[src/logic/cgra_pkg.sv]
`default_nettype none

package cgra_pkg;

  localparam int DATA_W  = 16;
  localparam int INSTR_W = 16;
  localparam int RF_AW   = 3;
  localparam int PC_W    = 8;
  localparam int CONF_W  = 64;
  localparam int ID_W    = 8;
  localparam int CNT_W   = 8;

  typedef enum logic [3:0] {
    op_add    = 4'd0,
    op_sub    = 4'd1,
    op_mul    = 4'd2,  // low half of the product.
    op_and    = 4'd3,
    op_or     = 4'd4,
    op_xor    = 4'd5,
    op_shl    = 4'd6,
    op_shr    = 4'd7,
    op_min    = 4'd8,
    op_max    = 4'd9,
    op_pass_a = 4'd10
  } alu_op_e;

  typedef enum logic [1:0] {src_in_a, src_in_b, src_rf, src_fifo} src_e;
  typedef enum logic [1:0] {dst_out_a, dst_out_b, dst_rf, dst_fifo} dst_e;

  typedef enum logic [3:0] {
    cmd_instr  = 4'd1,  // code 0 is an idle bus.
    cmd_const  = 4'd2,
    cmd_pc     = 4'd3,
    cmd_ignore = 4'd4
  } conf_cmd_e;

  ////////////////////
  // instruction word fields
  localparam int I_OP_MSB    = 15;
  localparam int I_OP_LSB    = 12;
  localparam int I_SRCA_MSB  = 11;
  localparam int I_SRCA_LSB  = 10;
  localparam int I_SRCB_MSB  = 9;
  localparam int I_SRCB_LSB  = 8;
  localparam int I_DST_MSB   = 7;
  localparam int I_DST_LSB   = 6;
  localparam int I_RADDR_MSB = 5;
  localparam int I_RADDR_LSB = 3;
  localparam int I_WADDR_MSB = 2;
  localparam int I_WADDR_LSB = 0;

  ////////////////////
  // configuration word fields
  localparam int C_ID_MSB   = 63;
  localparam int C_ID_LSB   = 56;
  localparam int C_CMD_MSB  = 55;
  localparam int C_CMD_LSB  = 52;
  localparam int C_ADDR_MSB = 39;  // also pc_max.
  localparam int C_ADDR_LSB = 32;
  localparam int C_LOOP_MSB = 31;  // also the ignore count.
  localparam int C_LOOP_LSB = 24;
  localparam int C_DATA_MSB = 15;
  localparam int C_DATA_LSB = 0;

endpackage

`default_nettype wire

[src/logic/pe_ctrl_if.sv]
`default_nettype none

interface pe_ctrl_if;
  import cgra_pkg::*;

  alu_op_e          op;
  src_e             src_a;
  src_e             src_b;
  dst_e             dst;
  logic [RF_AW-1:0] rf_raddr;
  logic [RF_AW-1:0] rf_waddr;

  modport decode (
    output op,
    output src_a,
    output src_b,
    output dst,
    output rf_raddr,
    output rf_waddr
  );

  modport execute (
    input op,
    input src_a,
    input src_b,
    input dst,
    input rf_raddr,
    input rf_waddr
  );

endinterface

`default_nettype wire

[src/logic/pe_execute.sv]
`default_nettype none

module pe_execute (
  input  logic                          clk,
  input  logic                          rst_n,
  input  logic                          en,
  pe_ctrl_if.execute                    ctrl,
  input  logic [cgra_pkg::DATA_W-1:0]   ina,
  input  logic [cgra_pkg::DATA_W-1:0]   inb,
  input  logic [cgra_pkg::DATA_W-1:0]   fifo_in_data,
  output logic                          fifo_in_re,
  input  logic                          const_we,
  input  logic [cgra_pkg::RF_AW-1:0]    const_addr,
  input  logic [cgra_pkg::DATA_W-1:0]   const_data,
  input  logic                          rf_we,
  input  logic [cgra_pkg::RF_AW-1:0]    rf_waddr,
  input  logic [cgra_pkg::DATA_W-1:0]   rf_wdata,
  output logic [cgra_pkg::DATA_W-1:0]   res,
  output cgra_pkg::dst_e                res_dst,
  output logic [cgra_pkg::RF_AW-1:0]    res_waddr
);
  import cgra_pkg::*;

  logic [DATA_W-1:0] rf [2**RF_AW];
  logic [DATA_W-1:0] ina_q;
  logic [DATA_W-1:0] inb_q;
  logic [DATA_W-1:0] fifo_q;
  logic [DATA_W-1:0] rf_q;
  alu_op_e           op_q;
  src_e              src_a_q;
  src_e              src_b_q;
  dst_e              dst_q;
  logic [RF_AW-1:0]  waddr_q;
  logic [DATA_W-1:0] opa;
  logic [DATA_W-1:0] opb;
  logic [DATA_W-1:0] alu_out;

  function automatic logic [DATA_W-1:0] pick(input src_e src);
    case (src)
      src_in_a: pick = ina_q;
      src_in_b: pick = inb_q;
      src_rf:   pick = rf_q;
      default:  pick = fifo_q;
    endcase
  endfunction

  assign fifo_in_re = en && ((ctrl.src_a == src_fifo) || (ctrl.src_b == src_fifo));

  ////////////////////
  // operand sampling
  always_ff @(posedge clk) begin
    if (en) begin
      ina_q <= ina;
      inb_q <= inb;
      rf_q  <= rf[ctrl.rf_raddr];
    end
    if (fifo_in_re) begin
      fifo_q <= fifo_in_data;
    end
  end

  always_ff @(posedge clk) begin
    if (const_we) begin
      rf[const_addr] <= const_data;  // config wins over write-back.
    end else if (rf_we) begin
      rf[rf_waddr] <= rf_wdata;
    end
  end

  always_ff @(posedge clk) begin
    if (!rst_n) begin
      op_q    <= op_pass_a;
      src_a_q <= src_in_a;
      src_b_q <= src_in_b;
      dst_q   <= dst_out_a;
      waddr_q <= '0;
    end else if (en) begin
      op_q    <= ctrl.op;
      src_a_q <= ctrl.src_a;
      src_b_q <= ctrl.src_b;
      dst_q   <= ctrl.dst;
      waddr_q <= ctrl.rf_waddr;
    end
  end

  ////////////////////
  // alu
  always_comb begin
    opa = pick(src_a_q);
    opb = pick(src_b_q);
    case (op_q)
      op_add:    alu_out = opa + opb;
      op_sub:    alu_out = opa - opb;
      op_mul:    alu_out = opa * opb;
      op_and:    alu_out = opa & opb;
      op_or:     alu_out = opa | opb;
      op_xor:    alu_out = opa ^ opb;
      op_shl:    alu_out = opa << opb[3:0];
      op_shr:    alu_out = opa >> opb[3:0];
      op_min:    alu_out = (opa < opb) ? opa : opb;
      op_max:    alu_out = (opa > opb) ? opa : opb;
      op_pass_a: alu_out = opa;
      default:   alu_out = '0;
    endcase
  end

  always_ff @(posedge clk) begin
    if (!rst_n) begin
      res_dst   <= dst_out_a;
      res_waddr <= '0;
    end else if (en) begin
      res_dst   <= dst_q;
      res_waddr <= waddr_q;
    end
  end

  always_ff @(posedge clk) begin
    if (en) begin
      res <= alu_out;
    end
  end

  a_no_rf_clash : assert property (@(posedge clk) disable iff (!rst_n)
    (const_we && rf_we) |-> (const_addr != rf_waddr));

endmodule

`default_nettype wire

[src/flat_wrapper.sv]
// flat-port wrapper written by rule: the top's interface ports become plain ports
module pe_execute_flat import cgra_pkg::*;
  (clk, rst_n, en, ina, inb, fifo_in_data, fifo_in_re, const_we, const_addr, const_data, rf_we, rf_waddr, rf_wdata, res, res_dst, res_waddr, ctrl_op, ctrl_src_a, ctrl_src_b, ctrl_dst, ctrl_rf_raddr, ctrl_rf_waddr);
  pe_ctrl_if ctrl_i ();
  input  logic clk;
  input  logic rst_n;
  input  logic en;
  input  logic [cgra_pkg::DATA_W-1:0] ina;
  input  logic [cgra_pkg::DATA_W-1:0] inb;
  input  logic [cgra_pkg::DATA_W-1:0] fifo_in_data;
  output logic fifo_in_re;
  input  logic const_we;
  input  logic [cgra_pkg::RF_AW-1:0] const_addr;
  input  logic [cgra_pkg::DATA_W-1:0] const_data;
  input  logic rf_we;
  input  logic [cgra_pkg::RF_AW-1:0] rf_waddr;
  input  logic [cgra_pkg::DATA_W-1:0] rf_wdata;
  output logic [cgra_pkg::DATA_W-1:0] res;
  output cgra_pkg::dst_e res_dst;
  output logic [cgra_pkg::RF_AW-1:0] res_waddr;
  input wire logic [$bits(ctrl_i.op)-1:0] ctrl_op;
  input wire logic [$bits(ctrl_i.src_a)-1:0] ctrl_src_a;
  input wire logic [$bits(ctrl_i.src_b)-1:0] ctrl_src_b;
  input wire logic [$bits(ctrl_i.dst)-1:0] ctrl_dst;
  input wire logic [$bits(ctrl_i.rf_raddr)-1:0] ctrl_rf_raddr;
  input wire logic [$bits(ctrl_i.rf_waddr)-1:0] ctrl_rf_waddr;
  assign ctrl_i.op = ctrl_op;
  assign ctrl_i.src_a = ctrl_src_a;
  assign ctrl_i.src_b = ctrl_src_b;
  assign ctrl_i.dst = ctrl_dst;
  assign ctrl_i.rf_raddr = ctrl_rf_raddr;
  assign ctrl_i.rf_waddr = ctrl_rf_waddr;
  pe_execute u_core (.clk(clk), .rst_n(rst_n), .en(en), .ctrl(ctrl_i), .ina(ina), .inb(inb), .fifo_in_data(fifo_in_data), .fifo_in_re(fifo_in_re), .const_we(const_we), .const_addr(const_addr), .const_data(const_data), .rf_we(rf_we), .rf_waddr(rf_waddr), .rf_wdata(rf_wdata), .res(res), .res_dst(res_dst), .res_waddr(res_waddr));
endmodule
[config.mk]
export PLATFORM = sky130hd
export DESIGN_NAME = pe_execute_flat
export DESIGN_NICKNAME = d
export VERILOG_FILES = /design/src/logic/cgra_pkg.sv /design/src/logic/pe_ctrl_if.sv /design/src/logic/pe_execute.sv /design/src/flat_wrapper.sv
export SDC_FILE = /design/constraint.sdc
export NUM_CORES = 1
export LEC_CHECK = 0
export BUFFER_PORTS_ARGS = -buffer_cell sky130_fd_sc_hd__buf_2
export CAP_MARGIN = 30
export CORE_ASPECT_RATIO = 1.75
export CORE_MARGIN = 2
export CORE_UTILIZATION = 43
export CTS_BUF_LIST = sky130_fd_sc_hd__clkbuf_4 sky130_fd_sc_hd__clkbuf_8 sky130_fd_sc_hd__clkbuf_16
export DETAILED_ROUTE_END_ITERATION = 10
export MAX_ROUTING_LAYER = met4
export PLACE_DENSITY_LB_ADDON = 0.1
export SLEW_MARGIN = 10
export SYNTH_ARGS = -nofsm -noshare
export SYNTH_HDL_FRONTEND = slang
export SYNTH_SLANG_ARGS = --single-unit
[constraint.sdc]
create_clock -name clk -period 9.7 [get_ports clk]
set_input_delay 0 -clock clk [delete_from_list [all_inputs] [get_ports clk]]
set_output_delay 0 -clock clk [all_outputs]
set_load 0.05 [all_outputs]
==> out/qor.yml, run 1 <==
hold_path:
  hold_path_class: "in2reg"
power_and_ir_drop:
  swShare_pct: 49.51
  p_switching_mw: 3.218
  power_frac_seq_pct: 18.7
  pwr-share-clk_pct: 13.0
  intPower_mw: 3.282
  p_leak_nw: 8.008
  comb_power_share_pct: 68.4
  peakVddDrop_uv: 602.7
  power.density_nw_per_um2: 332.4
setup_path:
  crit_fanout: 17
  worstSetupPathType: "reg2reg"
  cp-start-kind: "flop"
  crit_arrival_ns: 7.68
  crit_required_ns: 9.97
  ff2ff_setup_slack_ns: 2.29
  endpoint_kind: "flop"
yosys:
  synthAdderAreaFrac_pct: 17.30
  synth.yosys.warnings: 0
  synth_ff_type: "edfxtp_1"
  synthSimpleGateAreaFrac_pct: 9.428
  synth_top_family_by_area: "adder cells"
  ys_ff_latch: 226
  muxShareOfSynthArea_pct: 14.72
  synth_edf_count: 208
  synth-xor-area-share_pct: 2.461
  synthesis.nets: 1744
  syn_area_per_cell_um2: 11.38
  synthesis.area_um2: 16580
  synth-seq-area-share_pct: 39.86
  synth_cells: 1457
  ys_async_sr_fraction_pct: 0
  synth-compound-area-share_pct: 9.994
  ys_types: 72
sta:
  drv_slew: 0
  max_freq_mhz: 134.9
  finalWorstPathRequiredPeriod_ns: 7.413
  clock_skew_ns: 0.03811
  final.period_utilization_pct: 76.43
  setup_viol: 0
  max_slew_margin_pct: 40.64
  worstMarginPinSlew_ns: 0.8892
  finalHoldViolations: 0
  tns_ns: 0
  rsz0062_at_grt: "no"
detailed_routing:
  ant_nets: 0
  routed_wire_length_per_instance_um: 26.08
  first_pass_iters: 5
  route.detailed.drc: 0
  vias_per_cell: 5.799
  vias: 12600
  drt-total-wl_um: 56660
  first_iter_violations: 810
floorplanning:
  start_util_pct: 43.44
  pin_count: 129
  die_y_um: 263.7
  die_w_um: 152.4
  core_region_area_um2: 38160
  rows: 95
  dieArea_um2: 40200
placed_design:
  dp_hpwl_um: 42190
  gp_congestion: 0.9767
  port_buffers: 128
  dpl-instance-area_um2: 17640
clock_tree:
  cts_root_buf: "clkbuf_16"
  cts.sinks: 226
  cts_resized: 0
  clk_path_buf_depth: 3
  clk_latency_ns: 0.54
  htree_levels: 1
  cts_buffers: 22
  cts_tree: "built"
  clk_pin_slew_ns: 0.07
global_route:
  antenna_found_initial: 0
  grt_pass1_wl_um: 83370
  grt_start_max_net_pins: 61
  first_global_vias: 13410
  grt-ovfl-total: 0
  gr-usage-all-layers_pct: 28.80
final_layout:
  final_design_area_no_fill_um2: 19560
  nets: 1959
  drive_gt1_share_pct: 17.71
  ff_latch_area_um2: 6606
  syn_to_final_growth_pct: 17.99
  multi_input_area_um2: 8949
  fillCellCount: 3443
  post-route-util_pct: 51.26
  n_antenna_cell: 0
run:
  max-cap-violations: 0
outcome:
  status: "complete, no violations"
-- path summary, 6_finish.rpt --
kind,start,end,cells past startpoint
worst max register to register,u_core.src_a_q[1],u_core.res[15],20
worst min-delay path,ctrl_rf_raddr[2],u_core.rf_q[15],2
worst min register to register,u_core.dst_q[1],u_core.res_dst[1],2
worst max-delay path,u_core.src_a_q[1],u_core.res[15],20
-- through the flow --
stage	hold WS (ns)	total power [mW]	instances	worst slack, ns
global route	0.1379	6.947	2173	1.990
detailed placement	0.1784	5.615	2013	2.047
global placement	0.1795	5.540	2011	2.112
finish	0.1397	6.500	2173	2.287
floorplan	0.09887	4.113	1457	2.944
CTS	0.1319	6.526	2171	1.998
-- timing repair --
action	4_1_cts	5_1_grt
endpoints found under the hold margin	202	0
endpoints found under the setup margin	0	0
setup buffers	0	0
hold buffers	118	0
-- synth_stat cells (all sizes together) (19+ instances only) --
cell type	number	area (um2)
edfxtp	208	6246
inv	169	634.4
nor2	140	528.0
nand2	126	473.0
ha	98	1226
fa	82	1642
mux4	64	1475
a21oi	54	277.8
mux2i	52	533.0
clkbuf	46	172.7
o21ai	46	230.2
mux2	38	431.7
buf	35	220.2
xnor2	34	297.8
nor2b	25	156.4
a22oi	19	142.6
-- layer usage --
layer,vias up,track usage [%],wire (um)
li1,5647,-,-
met1,6315,28.25,18970
met2,467,52.93,30600
met3,173,2.575,2181
met4,0,20.45,4906
met5,-,-,0
-- power groups by stage --
stage,Sequential (mW),Combinational (mW),Clock (mW)
final,1.21,4.45,0.842
after global routing,1.22,4.83,0.896
after CTS,1.22,4.45,0.863
after detailed placement,1.24,4.38,0
after global placement,1.23,4.31,0
after floorplan,1.29,2.82,0
-- critical path, stage by stage (launching register included) --
cell and delay, ns:
dfxtp_1 0.89, mux4_2 0.73, clkinv_1 0.57, nor2_1 0.27
fa_1 0.46, fa_1 0.47, ha_1 0.22, fa_1 0.48
inv_1 0.05, fa_1 0.49, fa_1 0.49, inv_1 0.04
ha_1 0.33, or2_2 0.31, a21oi_1 0.20, a211oi_1 0.11
o31a_1 0.32, o21ai_0 0.22, nand3_1 0.10, nor3b_1 0.14
a211o_1 0.23
-- placed cells by master (no fill, tap or decap), drive strengths merged, types with 7 or more instances in the layout --
master and instances:
edfxtp 208, inv 170, buf 154, nor2 140, nand2 126, dlygate4sd3 118
ha 98, fa 82, mux4 64, a21oi 54, mux2i 52, o21ai 46
mux2 38, xnor2 34, clkbuf 29, nor2b 25, a22oi 19, dfxtp 18
nor3 15, o221ai 13, a221oi 13, nand3 12, a211oi 11, o211ai 11
a221o 11, nand2b 10, a21o 10, xor2 10, clkinv 10, a31oi 9
o21bai 7
-- kinds of logic after synthesis --
kind of cell / count (synthesis)
buffers and inverters: 252
adder cells (fa/ha/maj): 180
AND/OR/NAND/NOR: 359
multiplexers: 154
XOR/XNOR: 45
AO/OA/AOI/OAI: 241
flip-flops: 226
-- cell type report --
cell class / count / share of cell area, %
inverter: 171 / 3.282
clock buffer: 29 / 3.084
sequential: 226 / 33.78
multi-input combinational: 979 / 45.76
clock inverter: 11 / 0.5182
tap: 485 / 3.103
timing repair buffer: 272 / 10.48
-- sequential cells by signal, indices dropped and copies added, names as in the netlist --
| signal | flops |
|---|---|
| u_core.waddr_q | 3 |
| u_core.src_a_q | 2 |
| u_core.dst_q | 2 |
| u_core.rf | 128 |
| u_core.fifo_q | 16 |
| u_core.op_q | 4 |
| u_core.inb_q | 16 |
| u_core.rf_q | 16 |
| u_core.res | 16 |
| u_core.res_waddr | 3 |
| u_core.src_b_q | 2 |
| u_core.ina_q | 16 |
| u_core.res_dst | 2 |
Power figures use the tool's default switching activity.
==> run 2: changes to the inputs <==
Settings changed: ABC_AREA from default to 1.
Clock period 9.7 ns to 7.06 ns, I/O delays scaled along.
==> run 2 against run 1 <==
Compared with the run above: sequential power is 38% higher; clock-buffer cell count fell by 3; worst setup slack got worse by 2.0 ns; critical path type unchanged.
==> out/qor.yml, run 2 <==
yosys:
  yosysMostFrequentCell: "nand2_1"
  synth_top_cell_area_share_pct: 36.25
  ys_ff_latch: 226
  synthSimpleGateAreaFrac_pct: 21.27
  synthAdderAreaFrac_pct: 16.64
  synthesis.area_um2: 17230
  synthesis.nets: 2386
  synth.yosys.warnings: 0
  synth-seq-area-share_pct: 38.34
  synth.area.top_cells: "edfxtp_1, fa_1, nand2_1"
  muxShareOfSynthArea_pct: 1.046
  synth-compound-area-share_pct: 14.03
  ys_async_sr_fraction_pct: 0
  synth-xor-area-share_pct: 0.5083
  syn_area_per_cell_um2: 8.209
  synth_cells: 2099
  synth_edf_count: 208
  synth_ff_type: "edfxtp_1"
  ys_types: 57
  yosysTopAreaCell: "edfxtp_1"
  yosys-top-cells-count: "nand2_1, nor2_1, inv_1"
  synth_top_family_by_area: "simple AND/OR/NAND/NOR gates"
sta:
  max_slew_margin_pct: 33.71
  setup_viol: 0
  max_freq_mhz: 147.4
  worstMarginPinSlew_ns: 0.9877
  setup_ws_ns: 0.2769
  finalWorstPathRequiredPeriod_ns: 6.783
  rsz0062_at_grt: "no"
  final.period_utilization_pct: 96.08
  clock_skew_ns: 0.02042
  drv_slew: 0
  finalHoldViolations: 0
detailed_routing:
  vias_per_cell: 5.714
  drt-total-wl_um: 72290
  route.detailed.drc: 0
  first_iter_violations: 1167
  vias: 16400
  first_pass_iters: 5
  ant_nets: 0
  routed_wire_length_per_instance_um: 25.19
placed_design:
  dp_hpwl_um: 55680
  pre_cts_ws_ns: -0.1850
  dpl-instance-area_um2: 18700
  gp_congestion: 1.087
  port_buffers: 128
  dpl.cell_count: 2722
global_route:
  first_global_vias: 16820
  gr-usage-all-layers_pct: 35.77
  grt_start_max_net_pins: 66
  grt-ovfl-total: 0
  antenna_found_initial: 2
  grt_pass1_wl_um: 104700
power_and_ir_drop:
  p_leak_nw: 9.030
  intPower_mw: 4.063
  power.density_nw_per_um2: 395.2
  comb_power_share_pct: 64.4
  pwr-share-clk_pct: 15.1
  peakVddDrop_uv: 402.0
  swShare_pct: 49.95
  p_switching_mw: 4.054
  power_frac_seq_pct: 20.5
setup_path:
  endpoint_kind: "flop"
  cp-start-kind: "flop"
  crit_fanout: 14
  worstSetupPathType: "reg2reg"
  critPathSlowestCell: "fa_1"
  crit_start: "u_core.src_b_q[1]"
  r2r-start: "u_core.src_b_q[1]"
  crit_required_ns: 7.33
  crit_arrival_ns: 7.05
  crit_path_frequent_cell: "inv_1"
  cp_slowest_stage_delay_ns: 0.52
final_layout:
  layout.cells.non_filler: 2870
  fillCellCount: 3776
  nets: 2644
  final_design_area_no_fill_um2: 20540
  final_cell_mix: "nand2_1, nor2_1, inv_1"
  syn_to_final_growth_pct: 19.21
  multi_input_area_um2: 9255
  ff_latch_area_um2: 6609
  regMostFlops: "u_core.rf"
  drive_gt1_share_pct: 14.20
  layout_commonest_cell: "nand2_1"
  largest_reg_flops: 128
  post-route-util_pct: 51.60
run:
  max-cap-violations: 0
clock_tree:
  post-cts-setup-buffers: 0
  clk_pin_slew_ns: 0.07
  cts.sinks: 226
  clk_latency_ns: 0.55
  htree_levels: 1
  cts_root_buf: "clkbuf_16"
  cts_tree: "built"
  clk_path_buf_depth: 3
  cts_buffers: 23
floorplanning:
  rows: 97
  die_y_um: 268.8
  core_region_area_um2: 39810
  die_w_um: 155.3
  pin_count: 129
  dieArea_um2: 41750
  start_util_pct: 43.28
hold_path:
  hold_path_class: "in2reg"
  hold_path.startpoint: "en"
outcome:
  status: "complete, no violations"
[run 2: changes by cell type after synthesis, sizes merged, moves of 30 or more]
| cell | change |
|---|---|
| a21oi | +36 |
| inv | +89 |
| mux2i | -52 |
| mux4 | -64 |
| nand2 | +292 |
| nand3 | +110 |
| nor2 | +168 |
| o21ai | +184 |
| xnor2 | -30 |
[run 2: routing by layer]
metal | wire length, um | vias up | track usage [%] | share of wire [%]
li1 | - | 7513 | - | -
met1 | 22490 | 7790 | 31.85 | 31
met2 | 37650 | 737 | 64.18 | 52
met3 | 3866 | 359 | 5.207 | 5.3
met4 | 8284 | 0 | 33.33 | 11
met5 | 0 | - | - | 0
[run 2: repair_timing]
| action | in CTS | in global routing |
|---|---|---|
| gates cloned | 0 | 0 |
| resized for setup | 1 | 8 |
| endpoints found under the setup margin | 1 | 4 |
| endpoints found under the hold margin | 192 | 0 |
| hold buffers | 102 | 0 |
[run 2: worst paths after layout]
path                                     endpoint  cells past startpoint  slack (ns)
worst max-delay path               u_core.res[12]                     29        0.28
worst min-delay path              u_core.inb_q[8]                      1        0.02
worst max register to register     u_core.res[12]                     29        0.28
worst min register to register  u_core.res_dst[0]                      2        0.49
[run 2: cell families after synthesis]
family                   Yosys count
buffers and inverters            346
flip-flops                       226
adder cells (fa/ha/maj)          180
AND/OR/NAND/NOR                  891
XOR/XNOR                          10
AO/OA/AOI/OAI                    430
multiplexers                      16
[run 2: critical path, delay by kind of cell, from the launching register on]
family,cells,cell delay [ns]
AOI/OAI and AO/OA,3,0.42
adders and majority gates,8,3.17
buffers and inverters,8,0.80
DFF,1,0.37
and+or+nand+nor,10,1.74
[run 2: area by class of cell]
class / instances / share of cell area (%)
Antenna cell: 2 / 0.02437
Multi-Input combinational cell: 1527 / 45.06
Clock inverter: 15 / 0.6823
Timing Repair Buffer: 315 / 11.26
Tap cell: 495 / 3.015
Inverter: 264 / 4.837
Sequential cell: 226 / 32.18
Clock buffer: 26 / 2.942
[run 2: per-stage QoR]
step / hold WS, ns / setup TNS (ns) / total power [mW]
detailed placement: 0.1783 / -0.1850 / 6.661
floorplan: 0.09887 / 0 / 5.008
CTS: 0.01089 / 0 / 7.975
finish: 0.02052 / 0 / 8.117
global route: 0.03035 / 0 / 8.664
global placement: 0.1778 / -0.1657 / 6.625
[run 2: power groups by stage]
stage          clock [mW]  combinational (mW)  sequential, mW
2_1_floorplan           0                3.22            1.79
3_3_place_gp            0                4.94            1.69
3_5_place_dp            0                4.97            1.69
4_1_cts              1.24                5.07            1.66
5_1_grt              1.29                5.70            1.67
6_report             1.22                5.23            1.67
